## config.mk

```make
export PLATFORM = sky130hd
export DESIGN_NAME = bus_arbiter
export DESIGN_NICKNAME = d
export VERILOG_FILES = /design/src/hdl/mem_pkg.sv /design/src/hdl/bus_arbiter.sv
export SDC_FILE = /design/constraint.sdc
export NUM_CORES = 1
export LEC_CHECK = 0
export ABC_AREA = 1
export BUFFER_PORTS_ARGS = -buffer_cell sky130_fd_sc_hd__buf_2
export CORE_AREA = 8 8 192 194
export DETAILED_ROUTE_END_ITERATION = 16
export DIE_AREA = 0 0 200 202
export HOLD_SLACK_MARGIN = 0.1
export PLACE_DENSITY = 0.41
export SLEW_MARGIN = 20
export SYNTH_ARGS = -nofsm -noshare
export SYNTH_HDL_FRONTEND = slang
export SYNTH_SLANG_ARGS = --single-unit
```

## constraint.sdc

```tcl
create_clock -name ACLK -period 1.5 [get_ports ACLK]
set_input_delay 0.3 -clock ACLK [delete_from_list [all_inputs] [get_ports ACLK]]
set_output_delay 0.3 -clock ACLK [all_outputs]
set_load 0.03 [all_outputs]
```

## src/hdl/mem_pkg.sv

```systemverilog
`default_nettype none

package mem_pkg;

    // bus widths
    localparam int DATA_BITS = 32;
    localparam int STRB_BITS = 4;
    // byte address, low two bits unused
    localparam int ADDR_BITS = 32;
    localparam int ID_BITS   = 4;
    // burst length minus one
    localparam int LEN_BITS  = 4;

    // ar and aw payload
    typedef struct packed {
        logic [ID_BITS-1:0]   id;
        logic [ADDR_BITS-1:0] addr;
        logic [LEN_BITS-1:0]  len;
    } addr_req_t;

    // w payload
    typedef struct packed {
        logic [DATA_BITS-1:0] data;
        logic [STRB_BITS-1:0] strb;
        logic                 last;
    } wdata_t;

    // r payload, response always okay
    typedef struct packed {
        logic [ID_BITS-1:0]   id;
        logic [DATA_BITS-1:0] data;
        logic                 last;
    } rdata_t;

    // b payload
    typedef struct packed {
        logic [ID_BITS-1:0] id;
    } bresp_t;

    typedef enum logic [1:0] {
        IDLE,
        READ,
        WRITE,
        RESP
    } slave_state_e;

    typedef enum logic [1:0] {
        FREE,
        READ_OWNED,
        WRITE_OWNED
    } arb_state_e;

endpackage

`default_nettype wire

```

## src/hdl/bus_arbiter.sv

```systemverilog
`default_nettype none

module bus_arbiter (
    input  wire                       ACLK,
    input  wire                       ARESETn,
    // master side, index 0 and 1
    input  wire mem_pkg::addr_req_t   m_ar [2],
    input  wire  [1:0]                m_ar_valid,
    output logic [1:0]                m_ar_ready,
    input  wire mem_pkg::addr_req_t   m_aw [2],
    input  wire  [1:0]                m_aw_valid,
    output logic [1:0]                m_aw_ready,
    input  wire mem_pkg::wdata_t      m_w [2],
    input  wire  [1:0]                m_w_valid,
    output logic [1:0]                m_w_ready,
    output mem_pkg::rdata_t           m_r [2],
    output logic [1:0]                m_r_valid,
    input  wire  [1:0]                m_r_ready,
    output mem_pkg::bresp_t           m_b [2],
    output logic [1:0]                m_b_valid,
    input  wire  [1:0]                m_b_ready,
    // slave side
    output mem_pkg::addr_req_t        s_ar,
    output logic                      s_ar_valid,
    input  wire                       s_ar_ready,
    output mem_pkg::addr_req_t        s_aw,
    output logic                      s_aw_valid,
    input  wire                       s_aw_ready,
    output mem_pkg::wdata_t           s_w,
    output logic                      s_w_valid,
    input  wire                       s_w_ready,
    input  wire mem_pkg::rdata_t      s_r,
    input  wire                       s_r_valid,
    output logic                      s_r_ready,
    input  wire mem_pkg::bresp_t      s_b,
    input  wire                       s_b_valid,
    output logic                      s_b_ready
);

    mem_pkg::arb_state_e state;
    // current owner, and last granted once free again
    logic       owner;
    logic [1:0] req;
    logic [1:0] grant;
    logic       pick;
    logic       rd_own;
    logic       wr_own;

    assign req = m_ar_valid | m_aw_valid;

    // alternate only on a tie
    assign pick = (req == 2'b11) ? ~owner : req[1];

    always_ff @(posedge ACLK or negedge ARESETn) begin
        if (!ARESETn) begin
            state <= mem_pkg::FREE;
            // so master 0 wins the first tie
            owner <= 1'b1;
        end else begin
            case (state)
                mem_pkg::FREE: begin
                    if (|req) begin
                        owner <= pick;
                        // write first if both channels are up
                        state <= m_aw_valid[pick] ? mem_pkg::WRITE_OWNED
                                                  : mem_pkg::READ_OWNED;
                    end
                end
                mem_pkg::READ_OWNED: begin
                    if (s_r_valid && s_r_ready && s_r.last) begin
                        state <= mem_pkg::FREE;
                    end
                end
                mem_pkg::WRITE_OWNED: begin
                    if (s_b_valid && s_b_ready) begin
                        state <= mem_pkg::FREE;
                    end
                end
                default: begin
                    state <= mem_pkg::FREE;
                end
            endcase
        end
    end

    assign rd_own = (state == mem_pkg::READ_OWNED);
    assign wr_own = (state == mem_pkg::WRITE_OWNED);
    assign grant  = (rd_own || wr_own) ? (owner ? 2'b10 : 2'b01) : 2'b00;

    // requests from the owner, gated by transaction kind
    assign s_ar       = m_ar[owner];
    assign s_ar_valid = rd_own && m_ar_valid[owner];
    assign s_aw       = m_aw[owner];
    assign s_aw_valid = wr_own && m_aw_valid[owner];
    assign s_w        = m_w[owner];
    assign s_w_valid  = wr_own && m_w_valid[owner];
    assign s_r_ready  = rd_own && m_r_ready[owner];
    assign s_b_ready  = wr_own && m_b_ready[owner];

    // handshakes back to the owner only
    assign m_ar_ready = grant & {2{rd_own && s_ar_ready}};
    assign m_r_valid  = grant & {2{rd_own && s_r_valid}};
    assign m_aw_ready = grant & {2{wr_own && s_aw_ready}};
    assign m_w_ready  = grant & {2{wr_own && s_w_ready}};
    assign m_b_valid  = grant & {2{wr_own && s_b_valid}};

    // payloads fan out, valids select the port
    always_comb begin
        for (int i = 0; i < 2; i++) begin
            m_r[i] = s_r;
            m_b[i] = s_b;
        end
    end

endmodule

`default_nettype wire

```

=== Word-level counts from Yosys, hierarchy flattened ===
Cells that the tools add are included.

* Register bits: 3
* Bits in latches: 0
* RAM bits: 0
* Memory bits (read-only): 0
* Input bits: 292
* Output and inout port bits: 214
* Memories kept: 0

* Add/sub/neg operators: 0
* $mul: 0
* Divide/modulo/power cells: 0
* $lt $le $gt $ge: 3
* Equality and inequality tests: 6
* Shifts and indexed selects: 0
* Muxes and demuxes: 29
* Bitwise logic cells: 8
* Reductions and logical operators: 18

{| class="wikitable"
|+ Operators with widths
! cell !! number
|-
| 2-to-1 mux 40 bit || 6
|-
| 2-to-1 mux 37 bit || 3
|-
| logical AND 1 bit || 13
|-
| 2-to-1 mux 1 bit || 13
|-
| 2-to-1 mux 2 bit || 6
|-
| bitwise AND 2 bit || 5
|-
| case mux 2 bit (3 select lines) || 1
|-
| == test 2 bit, second input constant || 2
|-
| < comparator 1 x 2 -> 1 bit, second input constant || 2
|-
| inequality test 2 x 1 -> 1 bit, second input constant || 2
|-
| AND reduction 3 bit || 1
|-
| == test 2 x 1 -> 1 bit, second input constant || 1
|-
| >= comparator 2 bit, second input constant || 1
|-
| logical NOT 2 bit || 1
|-
| inequality test 2 bit, second input constant || 1
|-
| NOT 1 -> 2 bit || 1
|-
| bitwise OR 2 bit || 1
|-
| AND reduction 2 bit || 1
|-
| OR reduction 2 bit || 1
|-
| logical OR 1 bit || 1
|-
| NOT 1 bit || 1
|}

=== Depth between registers and ports, before layout ===
Gate-level depths: netlist of run 1.

* Word-level depth: 8
* Mapped depth: 10
* Mapped depth without buffers: 9

=== Worst setup path after synthesis of run 1 ===
OpenSTA, ideal clock, no wires.

* Path kind: register to output
* Start: register owner
* End: output m_ar_ready[1]
* Data arrival time: 1.558 ns
* Data required time: 1.200 ns
* Setup slack: -0.358 ns
* Stages on the path, launching flop included: 5
* Cells stage by stage: dfstp_2 -> buf_6 -> buf_2 -> nand2_1 -> nor3_1

* Word-level cells in the longest chain between the ends: 3

{| class="wikitable"
|+ Ends and longest elaborated chain
! element !! RTL line !! source
|-
| start, declared || bus_arbiter.sv:42 || <nowiki>logic owner;</nowiki>
|-
| start signal, assigned || bus_arbiter.sv:63 || <nowiki>owner <= pick;</nowiki>
|-
| 2-to-1 mux 2 bit (2 in series) || bus_arbiter.sv:88 || <nowiki>assign grant = (rd_own || wr_own) ? (owner ? 2'b10 : 2'b01) : 2'b00;</nowiki>
|-
| bitwise AND 2 bit || bus_arbiter.sv:101 || <nowiki>assign m_ar_ready = grant & {2{rd_own && s_ar_ready}};</nowiki>
|-
| end, declared || bus_arbiter.sv:9 || <nowiki>output logic [1:0] m_ar_ready,</nowiki>
|}

Every way passes these cells.

==> results of run 1 <==
critical path, cell delays in order (launching register included):
cell and delay [ns]:
dfstp_4 0.66, buf_16 0.23, nand2_1 0.11, nand2_2 0.09
clkbuf_4 0.19
layer usage:
layer  global-route usage  up-vias  wire (um)
li1                     -     2133          -
met1               0.0667     1848       6000
met2                0.138      290       9030
met3               0.0261       44       2160
met4               0.0371        2        569
met5                    0        -         13
synthesized netlist by cell type, types with 2 or more instances:
library cell,n
a21oi_1,5
clkbuf_1,4
nand3_1,4
nor3_1,10
buf_2,20
dfrtp_1,2
o21ai_0,4
nand2_1,371
inv_1,16
buf_4,84
ha_1,3
nor2_1,5
state kept, by name, indices dropped and copies added, names as in the netlist:
signal,flops
state,2
owner,1
logic make-up after synthesis:
kind of cell / count (synthesis) / synth area share
and+or+nand+nor: 394 / 0.603
buffers and inverters: 126 / 0.329
AOI/OAI and AO/OA: 11 / 0.0225
adders and majority gates: 3 / 0.0150
DFF: 3 / 0.0305
worst min path at each step:
| stage | slack [ns] | startpoint | end |
|---|---|---|---|
| 5_1_grt | 0.49 | ARESETn | state[1] |
| 2_1_floorplan | 0.004 | ARESETn | state[0] |
| 4_1_cts | 0.46 | m_ar_valid[0] | owner |
| 3_3_place_gp | 0.11 | ARESETn | state[1] |
| 3_5_place_dp | 0.11 | ARESETn | state[1] |
| 6_report | 0.45 | m_ar_valid[0] | owner |
cell type report:
class,count,area share
Clock buffer,4,0.0144
Inverter,17,0.0130
Multi-Input combinational cell,408,0.356
Sequential cell,3,0.0146
Tap cell,455,0.104
Timing Repair Buffer,409,0.498
per-stage QoR:
step	std cells	TNS [ns]	util	setup WS [ns]	area (um2)
3_3_place_gp	1288	-12.89	0.140	-0.187	4750
5_1_grt	1296	-50.19	0.161	-0.434	5480
3_5_place_dp	1288	-13.60	0.140	-0.183	4750
4_1_cts	1293	-43.49	0.155	-0.408	5250
2_1_floorplan	537	-0.548	-	-0.118	2800
6_report	1296	-42.57	0.161	-0.384	5480
power by group through the flow:
stage          Combinational [mW]  Clock [mW]  Sequential, mW
2_1_floorplan                6.37           0           0.148
3_3_place_gp                 8.77           0           0.181
3_5_place_dp                 8.76           0           0.182
4_1_cts                      9.81       0.433           0.190
5_1_grt                      11.2       0.441           0.200
6_report                     10.4       0.426           0.193
repair_timing:
action                                  4_1_cts  5_1_grt
endpoints found under the setup margin      134      134
gates cloned                                  0        3
pin swaps                                     1        1
buffers inserted                              0        0
hold buffers                                  1        0
hold endpoints to repair                      3        0
resized for setup                           133       75
==> out/qor.yml, run 1 <==
logic_synthesis:
  syn_nets: 832
  ys_top_cells_by_area: "nand2_1, buf_4, buf_2"
  netlist_instances: 537
  yosysUniqueCellTypes: 21
  synth_top_area_share: 0.557
  ys.flop_type: "dfrtp_1"
  synth_warnings: 0
  ys_seq_elements: 3
  synthArstFlopShare: 1.00
  netlist_area_um2: 2500
  ys_seq_area_frac: 0.0305
  avgSynthCellArea_um2: 4.66
  synth.largest_area_cell: "nand2_1"
  synth_edf_count: 0
worst_setup_path:
  r2r_cells: 7
  crit_path_start_kind: "flop"
  endpoint: "s_aw[1]"
  crit_type: "flop to output port"
  r2r-start: "owner"
  setup.worst_path.end_class: "output port"
  arrival_ns: 1.58
  crit_start: "owner"
  r2r_end: "state[0]"
  reg2reg_slack_ns: -0.13
  crit_fanout: 60
  cp_data_required_time_ns: 1.20
floorplan:
  core_um2: 33900
  ioPinCount: 506
  die_y_um: 202
  rows: 68
  initial_core_util: 0.0736
  die_w_um: 200
  die-area_um2: 40400
pwr:
  pwr-share-seq: 0.017
  p_switching_mw: 6.74
  clkPwrFrac: 0.039
  power.total_mw: 11.1
  ir_worst_vdd_mv: 0.920
  sw_frac_of_total: 0.610
  p_int_mw: 4.32
  powerDensity_nw_per_um2: 2020
  p_leak_nw: 3.23
  comb_power_share: 0.944
sta:
  setup_viol: 134
  hold_viol_final: 0
  whs_ns: 0.452
  worstMarginPinSlew_ns: 0.284
  fin_crit_ns: 1.88
  max_slew_margin: 0.810
  fmax_mhz: 531
  clock_skew_ns: 0.000765
  setup_ws_ns: -0.384
  fin_crit_sh: 1.26
  rsz0062_at_grt: "yes"
  maxSlewViolCount: 0
clocking:
  cts_root_buf: "clkbuf_16"
  cts_buffers: 3
  cts_tree: "yes"
  clk_pin_slew_ns: 0.03
  numClockSinks: 3
  htree_levels: 1
  clock_path_buffers: 2
  clk-insertion-delay-late_ns: 0.23
final_layout:
  antennaDiodeCount: 0
  fillers: 3936
  drive_above_1_share: 0.610
  layout_commonest_cell: "nand2_1"
  synthToLayoutAreaGrowth_pct: 119
  multi_input_area_um2: 1950
  fin_nets: 1137
  final_cell_mix: "nand2_1, buf_2, nand2_2"
  seqCellArea_um2: 80.1
global_route:
  grt_max_degree: 61
  grt_antenna_before_repair: 1
  groute.usage.overall: 0.0730
  grt_overflow: 0
  grt_first_pass_wirelength_um: 23400
  grt_pass1_vias: 4556
flow_run:
  cap_violations: 0
detailed_routing:
  first_pass_iters: 4
  drcViolationCount: 0
  routed_wl_um: 17800
  via_per_inst: 3.33
  route.vias.total: 4317
  drt_iter0_drc: 132
  postRouteAntennaNets: 0
  routedWlPerCell_um: 13.7
min_path:
  min_path_cells: 4
  hp-class: "input port to flop"
placed_design:
  place_hpwl_um: 14600
  globalplace.congestion: 0.778
  port_buffers: 385
run_status:
  violations: "setup timing"
  status: "complete, but fails checks"
(Power assumes the default switching activity.)
==> run 2, diff against run 1 <==
- CELL_PAD_IN_SITES_DETAIL_PLACEMENT: default -> 0
- CELL_PAD_IN_SITES_GLOBAL_PLACEMENT: default -> 2
- CORE_AREA: 8 8 192 194 -> 8 8 193 195
- DIE_AREA: 0 0 200 202 -> 0 0 201 203
- PLACE_DENSITY: 0.41 -> 0.84
==> run 2 against run 1 <==
The flow still finishes with violations (setup timing); maximum frequency shrank 3.0%; clock power about the same; via count is 4.7% higher; final cell count grew 2.2%; sequential power down 6%; highest routed layer is now met4.
==> out/qor.yml, run 2 (synthesis results as in run 1) <==
pwr:
  p_int_mw: 6.43
  power.total_mw: 14.5
  ir_worst_vdd_mv: 0.795
  sw_frac_of_total: 0.556
  clkPwrFrac: 0.030
  comb_power_share: 0.958
  powerDensity_nw_per_um2: 2100
  p_switching_mw: 8.05
  p_leak_nw: 3.80
  pwr-share-seq: 0.013
detailed_routing:
  drcViolationCount: 0
  route.vias.total: 4522
  routedWlPerCell_um: 15.6
  routed_wl_um: 20600
  first_pass_iters: 5
  drt_iter0_drc: 128
  postRouteAntennaNets: 0
  via_per_inst: 3.42
worst_setup_path:
  setup.worst_path.end_class: "output port"
  r2r-start: "owner"
  reg2reg_slack_ns: -0.16
  cp_data_required_time_ns: 1.20
  r2r_end: "state[1]"
  crit_path_start_kind: "flop"
  arrival_ns: 1.64
  r2r_cells: 12
  crit_fanout: 16
  crit_type: "flop to output port"
  crit_start: "owner"
  endpoint: "s_aw[7]"
final_layout:
  multi_input_area_um2: 2580
  seqCellArea_um2: 80.1
  final_util: 0.202
  drive_above_1_share: 0.756
  fin_cells: 1324
  reg_top3: "state (2), owner (1)"
  top_register: "state"
  layout_commonest_cell: "buf_2"
  fin_area_um2: 6880
  fin_nets: 1164
  largest_reg_flops: 2
  synthToLayoutAreaGrowth_pct: 175
  final_cell_mix: "buf_2, nand2_1, buf_6"
  fillers: 3820
sta:
  fin_crit_sh: 1.29
  clock_skew_ns: 0.00141
  maxSlewViolCount: 0
  whs_ns: 0.402
  rsz0062_at_grt: "yes"
  setup_viol: 134
  fin_tns_setup_ns: -51.18
  fmax_mhz: 515
  setup_ws_ns: -0.442
  max_slew_margin: 0.817
  fin_crit_ns: 1.94
  worstMarginPinSlew_ns: 0.273
  hold_viol_final: 0
clocking:
  htree_levels: 1
  clk_pin_slew_ns: 0.03
  cts_root_buf: "clkbuf_16"
  clk-insertion-delay-late_ns: 0.22
  numClockSinks: 3
  clock_path_buffers: 2
  cts_buffers: 3
  cts_tree: "yes"
placed_design:
  port_buffers: 385
  dp.cells: 1294
  place_hpwl_um: 15400
  globalplace.congestion: 0.759
  dpl_cell_area_um2: 4810
  dp_slack_ns: -0.243
global_route:
  grt_antenna_before_repair: 2
  grt_max_degree: 51
  grt_pass1_vias: 4621
  groute.usage.overall: 0.0804
  grt_overflow: 0
  grt_first_pass_wirelength_um: 26300
floorplan:
  die-area_um2: 40800
  rows: 68
  core_um2: 34100
  die_y_um: 203
  initial_core_util: 0.0733
  ioPinCount: 506
  die_w_um: 201
min_path:
  hp-class: "input port to async pin"
flow_run:
  cap_violations: 0
run_status:
  status: "complete, but fails checks"
  violations: "setup timing"
==> run 2: metal layers <==
metal  track usage  part of all wire  vias up  routed length (um)
li1              -                 -     2185                   -
met1        0.0802              0.36     2021                7450
met2         0.146              0.51      268               10600
met3        0.0304             0.086       48                1780
met4        0.0381             0.038        0                 788
met5             0                 0        -                   0
==> run 2: power groups by stage <==
stage | clock network, mW | registers, mW | logic [mW]
global placement | 0 | 0.203 | 8.94
detailed placement | 0 | 0.208 | 8.94
finish | 0.428 | 0.181 | 13.9
CTS | 0.434 | 0.217 | 11.1
floorplan | 0 | 0.148 | 6.37
global route | 0.439 | 0.187 | 14.7
==> run 2: critical path: stages (launching register included) <==
cell,delay (ns)
dfstp_4,0.64
buf_12,0.13
inv_8,0.04
buf_12,0.14
clkbuf_16,0.18
nand2_1,0.07
nand2_2,0.05
buf_6,0.13
==> run 2: worst min path at each step <==
stage | start | to | slack (ns) | cells past startpoint
6_report | ARESETn | state[0] | 0.40 | 2
4_1_cts | ARESETn | state[0] | 0.40 | 2
2_1_floorplan | ARESETn | state[0] | 0.004 | 0
3_3_place_gp | ARESETn | state[0] | 0.10 | 1
5_1_grt | ARESETn | state[0] | 0.44 | 2
3_5_place_dp | ARESETn | state[0] | 0.11 | 1
==> run 2: layout make-up <==
type,instances,area share
inverter,17,0.0111
sequential,3,0.0116
antenna,1,0.000364
tap,455,0.0827
timing repair buffer,436,0.507
clock buffer,4,0.0115
multi-input combinational,408,0.375
==> run 2: repair_timing <==
item                                    in CTS  in global routing
endpoints found under the setup margin     134                134
hold endpoints to repair                     3                  0
pin swaps                                    2                 36
cloned                                       1                 10
buffers inserted                             6                  8
gates resized for setup                    237                254
hold buffers                                 1                  0
==> run 3, diff against run 2 <==
==> constraint.sdc (replaced) <==
create_clock -name ACLK -period 1.5 [get_ports ACLK]
set_input_delay 0.225 -clock ACLK [delete_from_list [all_inputs] [get_ports ACLK]]
set_output_delay 0.225 -clock ACLK [all_outputs]
set_load 0.03 [all_outputs]
==> run 3 against run 2 <==
The flow still finishes with violations (setup timing); first-iteration DRC count is 4.7% lower; cell area is 17% lower; final cell count shrank 1.2%; sequential power grew 13%; register-to-register slack gained 0.13 ns; count of clock-buffer cells in the layout stayed put; largest cell class unchanged; largest power group unchanged.
==> out/qor.yml, run 3 (synthesis results as in run 1) <==
pwr:
  p_switching_mw: 6.81
  powerDensity_nw_per_um2: 2070
  pwr-share-seq: 0.017
  power.total_mw: 11.8
  p_int_mw: 5.00
  ir_worst_vdd_mv: 0.893
  p_leak_nw: 3.35
  comb_power_share: 0.947
  sw_frac_of_total: 0.577
  clkPwrFrac: 0.035
worst_setup_path:
  timing.critical_path.mode_cell: "buf_12"
  setup.worst_path.end_class: "output port"
  crit_path_max_incr_delay_ns: 0.67
  cp_data_required_time_ns: 1.27
  crit_type: "flop to output port"
  path_cells: "buf_12, buf_12, buf_12, nand2_2, nand2_2, buf_6"
  crit_path_start_kind: "flop"
  critPathTopFamily: "flip-flops"
  crit_buf_inv: 4
  arrival_ns: 1.58
  crit_slowest_cell: "dfstp_4"
  crit_fanout: 7
clocking:
  htree_levels: 1
  cts_root_buf: "clkbuf_16"
  numClockSinks: 3
  clk-insertion-delay-late_ns: 0.22
  cts_buffers: 3
  clock_path_buffers: 2
  clk_pin_slew_ns: 0.03
  cts_tree: "yes"
run_status:
  violations: "setup timing"
  status: "complete, but fails checks"
sta:
  fin_crit_ns: 1.81
  maxSlewViolCount: 0
  max_slew_margin: 0.790
  rsz0062_at_grt: "yes"
  fmax_mhz: 553
  clock_skew_ns: 0.000721
  hold_viol_final: 0
  fin_tns_setup_ns: -32.03
  setup_ws_ns: -0.307
  fin_crit_sh: 1.20
  setup_viol: 134
  worstMarginPinSlew_ns: 0.315
global_route:
  grt_max_degree: 64
  grt_overflow: 0
  grt_first_pass_wirelength_um: 26300
  grt_pass1_vias: 4557
  grt_antenna_before_repair: 2
  groute.usage.overall: 0.0791
placed_design:
  port_buffers: 385
  dp.cells: 1293
  place_hpwl_um: 15300
  dpl_cell_area_um2: 4570
  dp_slack_ns: -0.130
  globalplace.congestion: 0.737
floorplan:
  initial_core_util: 0.0733
  ioPinCount: 506
  die-area_um2: 40800
  die_y_um: 203
  core_um2: 34100
  die_w_um: 201
  rows: 68
detailed_routing:
  first_pass_iters: 4
  route.vias.total: 4326
  drt_iter0_drc: 122
  routed_wl_um: 18900
  drcViolationCount: 0
  postRouteAntennaNets: 0
  via_per_inst: 3.31
  routedWlPerCell_um: 14.4
final_layout:
  top_register: "state"
  antennaDiodeCount: 0
  reg_top3: "state (2), owner (1)"
  fin_nets: 1149
  synthToLayoutAreaGrowth_pct: 128
  final_cell_mix: "nand2_1, buf_2, buf_4, buf_6, nand2_2"
  multi_input_area_um2: 1880
  fin_cells: 1308
  drive_above_1_share: 0.589
  fillers: 4001
  largest_reg_flops: 2
  fin_area_um2: 5700
  layout_commonest_cell: "nand2_1"
  seqCellArea_um2: 81.3
min_path:
  hp-class: "input port to async pin"
flow_run:
  cap_violations: 0
==> run 3: cell count changes in the layout (fill, tap and decap cells not counted), moves of 3 or more <==
cell,before,now
clkbuf_16,10,5
buf_2,254,257
nand2_2,128,45
nor3_4,10,1
buf_4,24,72
buf_6,131,72
nor3_2,0,9
nand2_4,57,6
nand2_1,185,321
clkbuf_4,0,4
buf_12,14,7
==> run 3: worst reg2reg max path, cell delays in order, from the launching register on <==
cell	delay, ns
dfstp_4	0.67
buf_12	0.16
buf_12	0.14
o21ai_1	0.10
nand2_1	0.07
nand2_1	0.06
a21oi_1	0.13
nand2_1	0.07
nand2_1	0.06
==> run 3: timing repair <==
item                                    CTS  global route
endpoints found under the setup margin  134           134
cloned                                    2             3
hold buffers                              1             0
hold endpoints to repair                  3             0
resized for setup                       199            99
buffers inserted                          3             3
pin swaps                                21            12
==> run 3: path summary, 6_finish.rpt <==
| path | to | startpoint | slack, ns | depth (start not counted) |
|---|---|---|---|---|
| max | s_w[33] | owner | -0.31 | 6 |
| min | state[0] | ARESETn | 0.34 | 2 |
| max reg2reg | state[1] | owner | -0.03 | 8 |
| min reg2reg | state[0] | state[0] | 0.63 | 3 |
| max in group asynchronous | owner | ARESETn | 0.96 | 2 |
| min in group ACLK | owner | m_ar_valid[0] | 0.40 | 4 |
==> run 3: power by group through the flow <==
stage | clock network (mW) | registers [mW] | logic, mW
after floorplan | 0 | 0.148 | 5.89
after global placement | 0 | 0.185 | 8.58
after detailed placement | 0 | 0.185 | 8.59
after CTS | 0.423 | 0.185 | 10.5
after global routing | 0.434 | 0.214 | 12.0
final | 0.416 | 0.205 | 11.2
==> run 3: metal layers <==
layer  vias up  track usage  wire length [um]
li1       2152            -                 -
met1      1877       0.0778              6860
met2       242        0.150              9630
met3        51       0.0316              1800
met4         4       0.0229               534
met5         -            0                26
==> run 3: cell type report <==
type | count | share of cell area
Timing Repair Buffer | 421 | 0.529
Tap cell | 455 | 0.0999
Clock buffer | 4 | 0.0138
Inverter | 17 | 0.0134
Multi-Input combinational cell | 408 | 0.330
Sequential cell | 3 | 0.0143
==> run 3: through the flow <==
stage               hold slack, ns  utilization
floorplan                  -0.0706            -
global placement            0.0233        0.134
detailed placement          0.0278        0.134
CTS                          0.333        0.156
global route                 0.336        0.167
finish                       0.340        0.167
