**src/hdl/mem_pkg.sv**
```systemverilog
`default_nettype none

package mem_pkg;

    // bus widths
    localparam int DATA_BITS = 32;
    localparam int STRB_BITS = 4;
    // byte address, low two bits unused
    localparam int ADDR_BITS = 32;
    localparam int ID_BITS   = 4;
    // burst length minus one
    localparam int LEN_BITS  = 4;

    // ar and aw payload
    typedef struct packed {
        logic [ID_BITS-1:0]   id;
        logic [ADDR_BITS-1:0] addr;
        logic [LEN_BITS-1:0]  len;
    } addr_req_t;

    // w payload
    typedef struct packed {
        logic [DATA_BITS-1:0] data;
        logic [STRB_BITS-1:0] strb;
        logic                 last;
    } wdata_t;

    // r payload, response always okay
    typedef struct packed {
        logic [ID_BITS-1:0]   id;
        logic [DATA_BITS-1:0] data;
        logic                 last;
    } rdata_t;

    // b payload
    typedef struct packed {
        logic [ID_BITS-1:0] id;
    } bresp_t;

    typedef enum logic [1:0] {
        IDLE,
        READ,
        WRITE,
        RESP
    } slave_state_e;

    typedef enum logic [1:0] {
        FREE,
        READ_OWNED,
        WRITE_OWNED
    } arb_state_e;

endpackage

`default_nettype wire

```
**src/hdl/sram_slave.sv**
```systemverilog
`default_nettype none

module sram_slave #(
    parameter int  DEPTH     = 1024,
    localparam int WORD_BITS = $clog2(DEPTH)
) (
    input  wire                             ACLK,
    input  wire                             ARESETn,
    // read address
    input  wire mem_pkg::addr_req_t         ar,
    input  wire                             ar_valid,
    output logic                            ar_ready,
    // write address
    input  wire mem_pkg::addr_req_t         aw,
    input  wire                             aw_valid,
    output logic                            aw_ready,
    // write data
    input  wire mem_pkg::wdata_t            w,
    input  wire                             w_valid,
    output logic                            w_ready,
    // read data
    output mem_pkg::rdata_t                 r,
    output logic                            r_valid,
    input  wire                             r_ready,
    // write response
    output mem_pkg::bresp_t                 b,
    output logic                            b_valid,
    input  wire                             b_ready,
    // array side
    output logic                            mem_en,
    output logic                            mem_we,
    output logic [mem_pkg::STRB_BITS-1:0]   mem_byte_we,
    output logic [WORD_BITS-1:0]            mem_addr,
    output logic [mem_pkg::DATA_BITS-1:0]   mem_wdata,
    input  wire  [mem_pkg::DATA_BITS-1:0]   mem_rdata
);

    mem_pkg::slave_state_e state;
    mem_pkg::slave_state_e state_nxt;

    // captured transaction fields
    logic [mem_pkg::ID_BITS-1:0]   id_q;
    logic [mem_pkg::LEN_BITS-1:0]  len_q;
    logic [mem_pkg::LEN_BITS-1:0]  cnt_q;
    // current and next word
    logic [WORD_BITS-1:0]          addr_q;
    logic [WORD_BITS-1:0]          nxt_q;

    // skid for stalled read beats
    logic                          hold_v;
    logic [mem_pkg::DATA_BITS-1:0] hold_q;

    logic ar_fire;
    logic aw_fire;
    logic w_fire;
    logic r_fire;
    logic b_fire;

    // byte address to word index, wraps at DEPTH
    function automatic logic [WORD_BITS-1:0] word_of(input logic [mem_pkg::ADDR_BITS-1:0] a);
        return a[WORD_BITS+1:2];
    endfunction

    // write wins over read in idle
    assign aw_ready = (state == mem_pkg::IDLE);
    assign ar_ready = (state == mem_pkg::IDLE) && !aw_valid;
    assign w_ready  = (state == mem_pkg::WRITE);
    // word lands one cycle after each fetch, so valid for the whole burst
    assign r_valid  = (state == mem_pkg::READ);
    assign b_valid  = (state == mem_pkg::RESP);

    assign ar_fire = ar_valid && ar_ready;
    assign aw_fire = aw_valid && aw_ready;
    assign w_fire  = w_valid && w_ready;
    assign r_fire  = r_valid && r_ready;
    assign b_fire  = b_valid && b_ready;

    assign r = '{id: id_q, data: (hold_v ? hold_q : mem_rdata), last: (cnt_q == len_q)};
    assign b = '{id: id_q};

    // array control
    always_comb begin
        mem_en      = 1'b0;
        mem_we      = 1'b0;
        mem_addr    = addr_q;
        // strobes straight to byte enables
        mem_byte_we = w.strb;
        mem_wdata   = w.data;
        case (state)
            mem_pkg::IDLE: begin
                // first word fetched in the address cycle
                mem_en   = ar_fire;
                mem_addr = word_of(ar.addr);
            end
            mem_pkg::READ: begin
                // fetch next word as the current beat leaves
                mem_en   = r_fire && !r.last;
                mem_addr = nxt_q;
            end
            mem_pkg::WRITE: begin
                mem_en = w_fire;
                mem_we = w_fire;
            end
            default: begin
                mem_en = 1'b0;
            end
        endcase
    end

    always_comb begin
        state_nxt = state;
        case (state)
            mem_pkg::IDLE: begin
                if (aw_fire) begin
                    state_nxt = mem_pkg::WRITE;
                end else if (ar_fire) begin
                    state_nxt = mem_pkg::READ;
                end
            end
            mem_pkg::READ: begin
                if (r_fire && r.last) begin
                    state_nxt = mem_pkg::IDLE;
                end
            end
            mem_pkg::WRITE: begin
                // burst ends on w last, len not needed
                if (w_fire && w.last) begin
                    state_nxt = mem_pkg::RESP;
                end
            end
            default: begin
                if (b_fire) begin
                    state_nxt = mem_pkg::IDLE;
                end
            end
        endcase
    end

    always_ff @(posedge ACLK or negedge ARESETn) begin
        if (!ARESETn) begin
            state  <= mem_pkg::IDLE;
            len_q  <= '0;
            cnt_q  <= '0;
            hold_v <= 1'b0;
        end else begin
            state <= state_nxt;
            if (ar_fire) begin
                len_q <= ar.len;
                cnt_q <= '0;
            end else if (r_fire) begin
                cnt_q <= cnt_q + 1'b1;
            end
            // park r data while the master stalls
            if (r_fire) begin
                hold_v <= 1'b0;
            end else if (r_valid && !hold_v) begin
                hold_v <= 1'b1;
            end
        end
    end

    always_ff @(posedge ACLK) begin
        if (aw_fire) begin
            id_q   <= aw.id;
            addr_q <= word_of(aw.addr);
            nxt_q  <= word_of(aw.addr) + 1'b1;
        end else if (ar_fire) begin
            id_q   <= ar.id;
            addr_q <= word_of(ar.addr);
            nxt_q  <= word_of(ar.addr) + 1'b1;
        end else if (r_fire || w_fire) begin
            addr_q <= nxt_q;
            nxt_q  <= nxt_q + 1'b1;
        end
        if (r_valid && !r_ready && !hold_v) begin
            hold_q <= mem_rdata;
        end
    end

endmodule

`default_nettype wire

```
**config.mk**
```make
export PLATFORM = sky130hd
export DESIGN_NAME = sram_slave
export DESIGN_NICKNAME = d
export VERILOG_FILES = /design/src/hdl/mem_pkg.sv /design/src/hdl/sram_slave.sv
export SDC_FILE = /design/constraint.sdc
export NUM_CORES = 1
export LEC_CHECK = 0
export ABC_AREA = 1
export BUFFER_PORTS_ARGS = -buffer_cell sky130_fd_sc_hd__buf_2
export CORE_ASPECT_RATIO = 0.75
export CORE_MARGIN = 2
export CORE_UTILIZATION = 45
export CTS_CLUSTER_SIZE = 10
export DETAILED_ROUTE_END_ITERATION = 6
export GPL_ROUTABILITY_DRIVEN = 0
export HOLD_SLACK_MARGIN = 0.08
export PLACE_DENSITY = 0.94
export SKIP_CTS_REPAIR_TIMING = 1
export SLEW_MARGIN = 20
export SYNTH_ARGS = -nofsm -noshare
export SYNTH_HDL_FRONTEND = slang
export SYNTH_SLANG_ARGS = --single-unit
```
**constraint.sdc**
```tcl
create_clock -name ACLK -period 7.59 [get_ports ACLK]
set_input_delay 0.759 -clock ACLK [delete_from_list [all_inputs] [get_ports ACLK]]
set_output_delay 0.759 -clock ACLK [all_outputs]
set_load 0.03 [all_outputs]
```
After elaboration in Yosys (flattened, before gate mapping). Cells that the tools add are included.

Register bits after elaboration: 67. Memories kept: 0. Output and inout port bits: 94. Input port bits: 156. Bits in writable memories: 0. Word-level logic and storage cells: 65. Bits in latches: 0. ROM bits: 0.

Muxes and demuxes: 22. Bitwise gates (word level): 0. Divide/modulo/power cells: 0. Add/sub/neg operators: 4. Shift-type cells: 0. Multiply operators: 0. Reductions and logical operators: 24. Magnitude comparators: 0. Equality and inequality tests: 7.

Operators by type and width (number): $mux 10 (6); $mux 32 (1); $add 10x1->10 const B (3); $pmux 10 s2 (1); $mux 4 (4); $logic_and 1x1->1 (12); $mux 2 (5); $pmux 2 s3 (1); $reduce_bool 2->1 (3); $add 4x1->4 const B (1); $eq 2x2->1 const B (2); $eq 4x4->1 (1); $logic_not 1->1 (4); $ne 2x1->1 const B (2); $reduce_and 4->1 (1); $reduce_bool 4->1 (1); $mux 1 (3); $ne 3x1->1 const B (1); $pmux 1 s3 (1); $reduce_bool 3->1 (1); $eq 2x1->1 const B (1); $logic_not 2->1 (1); $logic_or 1x1->1 (1).

Depth between registers and ports, before layout. Gate-level depths: netlist of run 1.

Depth in word-level cells: 6. Gate-level depth with buffers: 12. Gate-level depth less buffers: 12.

Worst setup path before layout of run 1. Ideal clock, no wire load.

Kind: input-to-reg. Start: input r_ready. End: register hold_q[0] (netlist name), enable pin. Data required time: 7129 ps. Arrival time: 3039 ps. Cell stages on the path: 1. Library setup time: 461 ps. Buffers on the path: 0. Slack: 4090 ps. Cells stage by stage: nor3_1.

Longest elaborated chain between the ends: 3.

Ends and longest elaborated chain: start, declared (line sram_slave.sv:24) `input wire r_ready,`; $logic_not 1->1 (line sram_slave.sv:175) `if (r_valid && !r_ready && !hold_v) begin`; $logic_and 1x1->1 (2 in a row) (line sram_slave.sv:175); end signal, assigned (line sram_slave.sv:176) `hold_q <= mem_rdata;`; end, declared (line sram_slave.sv:51) `logic [mem_pkg::DATA_BITS-1:0] hold_q;`.

No other way between the ends. A chain may end at the register's enable or synchronous reset.

Worst setup path in the final report of run 1.
Start: register state[1]. End: output mem_en.

Longest elaborated chain between the ends: 4. Elaborated cells between the ends (all ways): 9. Those cells by class: eq/ne (2); mux (1); reduce/logical (6).

Ends and longest elaborated chain: start, declared (line sram_slave.sv:38) `mem_pkg::slave_state_e state;`; start signal, assigned (line sram_slave.sv:141) `state <= mem_pkg::IDLE;`; start signal, assigned (line sram_slave.sv:146) `state <= state_nxt;`; $eq 2x1->1 or $logic_not 2->1 (tied branches) (line sram_slave.sv:69, sram_slave.sv:89, sram_slave.sv:66); $logic_and 1x1->1, on equally long branches (line sram_slave.sv:75, sram_slave.sv:66); $logic_and 1x1->1, on equally long branches (line sram_slave.sv:97, sram_slave.sv:72); $pmux 1 s3 * (line sram_slave.sv:89) `case (state)`; end, declared (line sram_slave.sv:30) `output logic mem_en,`.

Every way passes the cells marked *; elsewhere a longest branch is shown, timed or not.

==> results of run 1 <==
flip-flops by register name, summed over array words and instances (netlist names):
register  count
len_q         4
hold_q       32
cnt_q         4
addr_q       10
b             4
nxt_q        10
hold_v        1
state         2
cells by family (layout without fill, tap and decap cells):
kind of cell               after synthesis  after routing  synth area share
DFF                                     67             67            0.5294
adders and majority gates                2              2          0.006769
and+or+nand+nor                        137            137            0.1676
AOI/OAI and AO/OA                       28             28           0.05112
buffers and inverters                   82            178            0.1286
muxes                                   32             32           0.09750
xor gates and xnor gates                 8              8           0.01896
final cells by class:
| cell class | instances | area (µm²) | area share |
|---|---|---|---|
| Inverter | 31 | 116.4 | 0.02704 |
| Sequential cell | 67 | 1957 | 0.4548 |
| Timing Repair Buffer | 131 | 660.6 | 0.1535 |
| Clock buffer | 9 | 123.9 | 0.02879 |
| Tap cell | 105 | 131.4 | 0.03053 |
| Multi-Input combinational cell | 207 | 1269 | 0.2949 |
| Clock inverter | 7 | 45.04 | 0.01047 |
synthesized netlist by cell type, drive strengths merged, types with 3 or more instances:
cell    instances
a21oi           6
a22oi           6
buf            45
clkbuf          6
dfrtp          11
edfxtp         56
inv            31
mux2           32
nand2          91
nand3          19
nand4           6
nor2           17
o211ai          3
o21ai          12
xor2            7
critical path: stages, from the launching register on:
cell and delay [ns]:
dfrtp_1 0.60, nor2_1 0.78, inv_1 0.28, nor2_1 0.25, inv_1 0.15, o211ai_1 0.19
buf_2 0.23
how the worst max path moves through the flow:
stage               depth (start not counted)        end      from  slack, ns
detailed placement                          6     mem_en  state[1]       4.43
global placement                            6     mem_en  state[1]       4.48
finish                                      6     mem_en  state[1]       4.01
CTS                                         6     mem_en  state[1]       4.02
floorplan                                   1  hold_q[0]   r_ready       4.09
global route                                6     mem_en  state[1]       3.80
metrics by stage:
stage,utilization,setup slack [ns],std cells,hold WS (ns),total power (µW)
final,0.5435,4.006,557,0.2895,1851
after global routing,0.5435,3.801,557,0.2882,1975
after CTS,0.5435,4.020,557,0.2658,1866
after detailed placement,0.5221,4.433,541,0.4903,1608
after global placement,0.5221,4.483,541,0.4894,1570
after floorplan,-,4.090,356,0.4634,1400
placed cells by master, fill, tap and decap left out:
cell        count
ha_1            2
clkinv_2        2
clkinv_1        1
nor2_4          4
inv_2           4
mux2_2         32
a21oi_1         4
clkinvlp_4      3
nand3_2         4
xor2_1          7
xnor2_1         1
edfxtp_1       56
buf_2         129
o21ai_2         2
dfrtp_1        11
clkinv_4        1
o21ai_0        10
or2_2           1
inv_1          27
o211ai_1        3
nand2_2         2
nand3_1        15
nand4_1         6
a22oi_1         6
nand3b_1        2
nand2_1        89
o221ai_1        1
a21oi_4         1
clkbuf_8        9
nor3_2          1
buf_4           2
a21oi_2         1
nor2_1         13
power breakdown:
part / internal, µW / total [µW] / leakage, µW / switching [µW]
Combinational: 302 / 976 / 0.00126 / 673
Sequential: 559 / 624 / 0.000660 / 65.5
Clock: 116 / 251 / 0.0000787 / 135
per-layer routing:
layer | routed length (µm) | track usage
met4 | 94 | 0.06795
met1 | 3215 | 0.2223
met3 | 864 | 0.05887
met2 | 3905 | 0.2956
met5 | 0 | 0
==> flow_metrics.tcl, run 1 <==
set metrics [dict create \
    cts_max_level 3 \
    dpl.hpwl_um 6148 \
    clock_skew_ns 0.01464 \
    finalSetupViolations 0 \
    fp-row-count 28 \
    finalCritPeriodShare 0.4721 \
    syn_nets 514 \
    rr_startpoint "state[1]" \
    yosysTopAreaCell "edfxtp_1" \
    vias_per_cell 5.108 \
    track_usage 0.1795 \
    slew_violations 0 \
    cts_tree "yes" \
    min_path_type "in2async" \
    first_iter_violations 147 \
    fin_nets 605 \
    yosys.area.top_type_share 0.4550 \
    design_area_um2 4303 \
    layout_min_cycle_time_ns 3.584 \
    p_per_area_nw_per_um2 430.1 \
    rsz0062_at_grt "no" \
    grt_remaining_overflow 0 \
    ios 250 \
    grt_pass1_vias 2671 \
    slew_headroom 0.3215 \
    area_delta_synth_final_pct 16.42 \
    cp-start-kind "flop" \
    drt_first_pass_iters 4 \
    arrival_ns 2.82 \
    die_y_um 82.49 \
    endpoint_kind "output port" \
    synth_edf_count 56 \
    ant_nets 0 \
    die_w_um 108.7 \
    crit_type "reg2out" \
    maxCapViolations 0 \
    r2r_setup_slack_ns 4.40 \
    portBuffers 129 \
    route.detailed.drc 0 \
    num_antenna_cells 0 \
    wl_per_cell_um 14.50 \
    cts_buffers 9 \
    r2r_end "nxt_q[7]" \
    hold_viol_final 0 \
    syn_area_um2 3696 \
    num_vias 2845 \
    tightest_slew_ns 1.015 \
    clk_latency_ns 0.34 \
    wl_um 8079 \
    die-area_um2 8962 \
    syn_inst 356 \
    fin_setup_tns_ns 0 \
    fmax_mhz 279.1 \
    cts_root_buf "clkbuf_8" \
    coreArea_um2 7918 \
    synthDistinctLibCells 30 \
    syn-mean-instance-area_um2 10.38 \
    yosys_warnings 0 \
    antenna_found_initial 0 \
    ir_drop_mv 0.2602 \
    postPlaceCellArea_um2 4134 \
    path_max_fanout 14 \
    grt_pass1_wl_um 12180 \
    seq_area_frac_synth 0.5295 \
    worstRegToRegCells 5 \
    cts_sinks 67 \
    ys_ff_latch 67 \
    outcome "complete, no violations" \
    path_clk_slew_ns 0.07 \
    synthArstFlopShare 0.1642 \
    fillers 699 \
    grt_max_degree 34 \
    clockBufferDepth 2 \
    drive_gt1_frac 0.4381 \
    ys.flop_type "edfxtp_1" \
    synthTopCellsByArea "edfxtp_1, mux2_2, nand2_1" \
    cellLeakagePower_uw 0.001995 \
    required_ns 6.83 \
    start_util 0.4668 \
]
Note: power is estimated with default switching activity, not from simulation.
==> inputs of run 2 (changes only) <==
Settings changed: CORE_UTILIZATION 45 to 38, PLACE_DENSITY 0.94 to 0.85.
Clock period 7.59 ns to 3.2 ns, I/O delays scaled along.
==> flow_metrics.tcl, run 2 (synthesized netlist as in run 1, its figures left out) <==
set metrics [dict create \
    outcome "complete, no violations" \
    endpoint_kind "output port" \
    crit_type "reg2out" \
    fin_util 0.4713 \
    slew_violations 0 \
    cp-start-kind "flop" \
    wl_per_cell_um 14.42 \
    final_common_cell "buf_2" \
    dpl.hpwl_um 6452 \
    min_path_cells 1 \
    cellLeakagePower_uw 0.002080 \
    fmax_mhz 395.7 \
    die-area_um2 10540 \
    crit_chain "nor2_1 -> buf_4 -> inv_1 -> nor2_1 -> inv_1 -> o211ai_1 -> buf_2" \
    fin_setup_tns_ns 0 \
    ir_drop_mv 0.3415 \
    start_util 0.3874 \
    r2r_end "nxt_q[8]" \
    coreArea_um2 9542 \
    clk_latency_ns 0.32 \
    worstRegToRegCells 12 \
    tightest_slew_ns 0.7321 \
    slew_headroom 0.5119 \
    track_usage 0.1565 \
    seqPwrFrac 0.324 \
    fin_nets 611 \
    layout_min_cycle_time_ns 2.527 \
    hold_viol_final 0 \
    cts_root_buf "clkbuf_16" \
    area_delta_synth_final_pct 21.67 \
    p_per_area_nw_per_um2 1060 \
    portBuffers 129 \
    first_iter_violations 168 \
    swShare 0.4407 \
    wl_um 8491 \
    maxCapViolations 0 \
    clock_power_share 0.193 \
    p_sw_uw 2101 \
    grt_pass1_wl_um 12780 \
    rr_startpoint "state[1]" \
    arrival_ns 2.21 \
    drt_first_pass_iters 4 \
    mostFrequentLayoutCells "buf_2, nand2_1, edfxtp_1, mux2_2, inv_1" \
    rsz0062_at_grt "no" \
    finalCritPeriodShare 0.7897 \
    cp_slowest_cell "dfrtp_1" \
    cts_sinks 67 \
    largest_reg_flops 32 \
    r2r_setup_slack_ns 0.72 \
    combPwrFrac 0.483 \
    cpPeakStageDelay_ns 0.59 \
    path_clk_slew_ns 0.05 \
    num_antenna_cells 0 \
    grt_remaining_overflow 0 \
    route.detailed.drc 0 \
    fillers 894 \
    grt_max_degree 34 \
    min-delay-start "mem_rdata[9]" \
    fp-row-count 31 \
    num_vias 2839 \
    largest-register "hold_q" \
    holdPathEnd "hold_q[9]" \
    min_path_type "in2reg" \
    die_y_um 89.41 \
    clockBufferDepth 2 \
    vias_per_cell 4.820 \
    p_int_uw 2666 \
    cts_buffers 9 \
    path_max_fanout 14 \
    die_w_um 117.9 \
    clock_skew_ns 0.006597 \
    cts_tree "yes" \
    grt_pass1_vias 2573 \
    cts_max_level 3 \
    ios 250 \
    antenna_found_initial 0 \
    required_ns 2.88 \
    finalSetupViolations 0 \
    top_regs "hold_q (32), addr_q (10), nxt_q (10)" \
    ant_nets 0 \
    drive_gt1_frac 0.4354 \
]
-- run 2: changes by cell type in the layout (fill, tap and decap cells not counted), sizes merged --
cell,before,now
bufinv,0,1
buf,131,136
clkbuf,9,10
dlygate4sd3,0,1
clkinvlp,3,0
-- run 2: power by group through the flow --
stage,Clock (µW),Combinational (µW),Sequential (µW)
6_report,918,2300,1540
5_1_grt,981,2520,1580
4_1_cts,944,2320,1550
3_5_place_dp,0,2310,1560
3_3_place_gp,0,2260,1540
2_1_floorplan,0,1850,1470
-- run 2: worst max-delay path by stage --
stage | slack (ns) | from | depth (start not counted) | to
CTS | 0.65 | state[1] | 7 | mem_en
floorplan | 0.71 | hold_v | 3 | hold_q[0]
global placement | 0.81 | state[1] | 12 | nxt_q[8]
global route | 0.47 | state[1] | 7 | mem_en
detailed placement | 0.71 | state[1] | 12 | nxt_q[8]
finish | 0.67 | state[1] | 7 | mem_en
-- run 2: through the flow --
stage                     area [µm²]  power [µW]  hold WS, ns  setup WS (ns)  instances
final                           4497        4766       0.1826         0.6730        589
after detailed placement        4213        3873       0.1960         0.7069        573
after CTS                       4487        4812      -0.1488         0.6529        588
after floorplan                 3701        3322      0.02441         0.7084        356
after global routing            4497        5074       0.1653         0.4658        589
after global placement          4212        3798       0.1946         0.8076        573
-- run 2: layer usage --
layer | track usage | routed length [µm] | share of wire
met5 | 0 | 0 | 0
met1 | 0.1930 | 3473 | 0.41
met4 | 0.04710 | 73 | 0.0086
met2 | 0.2505 | 4127 | 0.49
met3 | 0.07079 | 817 | 0.096
-- run 2: area by class of cell --
type                            count  area, µm²  share of cell area
Sequential cell                    67       1958              0.4354
Multi-Input combinational cell    207       1275              0.2835
Timing Repair Buffer              137      708.2              0.1575
Clock buffer                       10      229.0             0.05092
Tap cell                          132      165.2             0.03673
Inverter                           31      116.4             0.02588
Clock inverter                      5      45.04             0.01002
-- run 2: critical path: cells and delay by family (launching register included) --
family,cells,cell delay [ns]
buffers and inverters,4,0.72
DFF,1,0.59
and+or+nand+nor,2,0.38
AOI/OAI and AO/OA,1,0.20
==> inputs of run 3 (changes only) <==
Clock period 3.2 ns to 2.2 ns, I/O delays scaled along.
==> flow_metrics.tcl, run 3 (synthesized netlist as in run 1, its figures left out) <==
set metrics [dict create \
    route.detailed.drc 0 \
    rr_startpoint "state[1]" \
    clock_power_share 0.180 \
    cts_tree "yes" \
    endpoint "nxt_q[8]" \
    tightest_slew_ns 0.3713 \
    start_util 0.3874 \
    worstRegToRegCells 11 \
    p_sw_uw 3160 \
    top_regs "hold_q (32), addr_q (10), nxt_q (10)" \
    cts_max_level 3 \
    cts_root_buf "clkbuf_16" \
    cts_buffers 9 \
    wl_um 8949 \
    rsz0062_at_grt "no" \
    arrival_ns 2.17 \
    p_int_uw 4066 \
    r2r_setup_slack_ns 0.11 \
    fillers 874 \
    clock_skew_ns 0.002870 \
    ios 250 \
    grt_pass1_vias 2774 \
    grt_remaining_overflow 0 \
    endpoint_kind "flop" \
    final_common_cell "buf_2" \
    ant_nets 0 \
    swShare 0.4373 \
    die_w_um 117.9 \
    p_per_area_nw_per_um2 1495 \
    num_vias 2961 \
    fin_nets 643 \
    first_iter_violations 163 \
    cts_sinks 67 \
    track_usage 0.1623 \
    ir_drop_mv 0.5975 \
    cellLeakagePower_uw 0.002234 \
    die_y_um 89.41 \
    p_total_uw 7226 \
    num_antenna_cells 0 \
    portBuffers 129 \
    wl_per_cell_um 14.39 \
    finalCritPeriodShare 0.9489 \
    coreArea_um2 9542 \
    slew_headroom 0.7524 \
    clk_latency_ns 0.32 \
    maxCapViolations 0 \
    drt_first_pass_iters 4 \
    largest-register "hold_q" \
    grt_max_degree 33 \
    startpoint "state[1]" \
    clockBufferDepth 2 \
    mostFrequentLayoutCells "buf_2, nand2_1, edfxtp_1, mux2_2, inv_1" \
    required_ns 2.28 \
    area_delta_synth_final_pct 30.77 \
    drive_gt1_frac 0.4531 \
    hold_viol_final 0 \
    crit_type "reg2reg" \
    layout_min_cycle_time_ns 2.088 \
    largest_reg_flops 32 \
    seqPwrFrac 0.297 \
    path_clk_slew_ns 0.05 \
    min_path_type "in2reg" \
    path_max_fanout 5 \
    grt_pass1_wl_um 13150 \
    finalSetupViolations 0 \
    fp-row-count 31 \
    r2r_end "nxt_q[8]" \
    combPwrFrac 0.524 \
    outcome "complete, no violations" \
    die-area_um2 10540 \
    cp-start-kind "flop" \
    dpl.hpwl_um 6653 \
    slew_violations 0 \
    fmax_mhz 479.0 \
    fin_setup_tns_ns 0 \
    vias_per_cell 4.760 \
    antenna_found_initial 0 \
]
run 3: routing by layer:
layer	GRT usage	wire [µm]	vias to the layer above
li1	-	-	1421
met1	0.1970	3668	1407
met2	0.2664	4449	118
met3	0.06059	686	15
met4	0.06681	144	0
met5	0	0	-
run 3: power groups by stage:
stage / combinational (µW) / sequential [µW] / clock [µW]
after detailed placement: 3600 / 2160 / 0
final: 3780 / 2140 / 1300
after global placement: 3510 / 2130 / 0
after CTS: 3610 / 2140 / 1340
after global routing: 4120 / 2190 / 1380
after floorplan: 2700 / 2130 / 0
run 3: through the flow:
step | hold WS, ns | instances | area [µm²] | setup WS (ns) | utilization
after detailed placement | 0.09997 | 579 | 4282 | 0.005391 | 0.4487
final | 0.09164 | 622 | 4833 | 0.1123 | 0.5066
after global routing | 0.08049 | 622 | 4833 | 0.01264 | 0.5066
after global placement | 0.09770 | 579 | 4282 | 0.07194 | 0.4487
after CTS | -0.2480 | 595 | 4556 | -0.08596 | 0.4774
after floorplan | -0.07559 | 356 | 3707 | 0.1660 | -
run 3: layout make-up:
cell class	instances	area (µm²)	area share
clock buffers	14	264.0	0.05462
clock inverters	2	10.01	0.002071
inverters	31	116.4	0.02407
multi-input cells	208	1299	0.2687
flip-flops and latches	67	1959	0.4054
well taps	132	165.2	0.03417
repair buffers	168	1020	0.2110
run 3: worst max-delay path: stages (launching register included):
cell      delay, ns
dfrtp_2        0.44
nor2_4         0.25
nand2_1        0.10
o211ai_1       0.20
o21ai_2        0.11
inv_2          0.08
ha_2           0.20
nand3_2        0.13
nor2_4         0.17
nand2_1        0.06
nand2_1        0.05
nand2_1        0.05
run 3: how the worst min path moves through the flow:
stage,startpoint,end,slack (ns),depth (start not counted)
4_1_cts,ARESETn,len_q[3],-0.25,1
2_1_floorplan,ARESETn,cnt_q[0],-0.08,0
6_report,mem_rdata[11],hold_q[11],0.09,1
3_5_place_dp,ARESETn,len_q[3],0.1,1
3_3_place_gp,ARESETn,len_q[2],0.1,1
5_1_grt,mem_rdata[12],hold_q[12],0.08,1
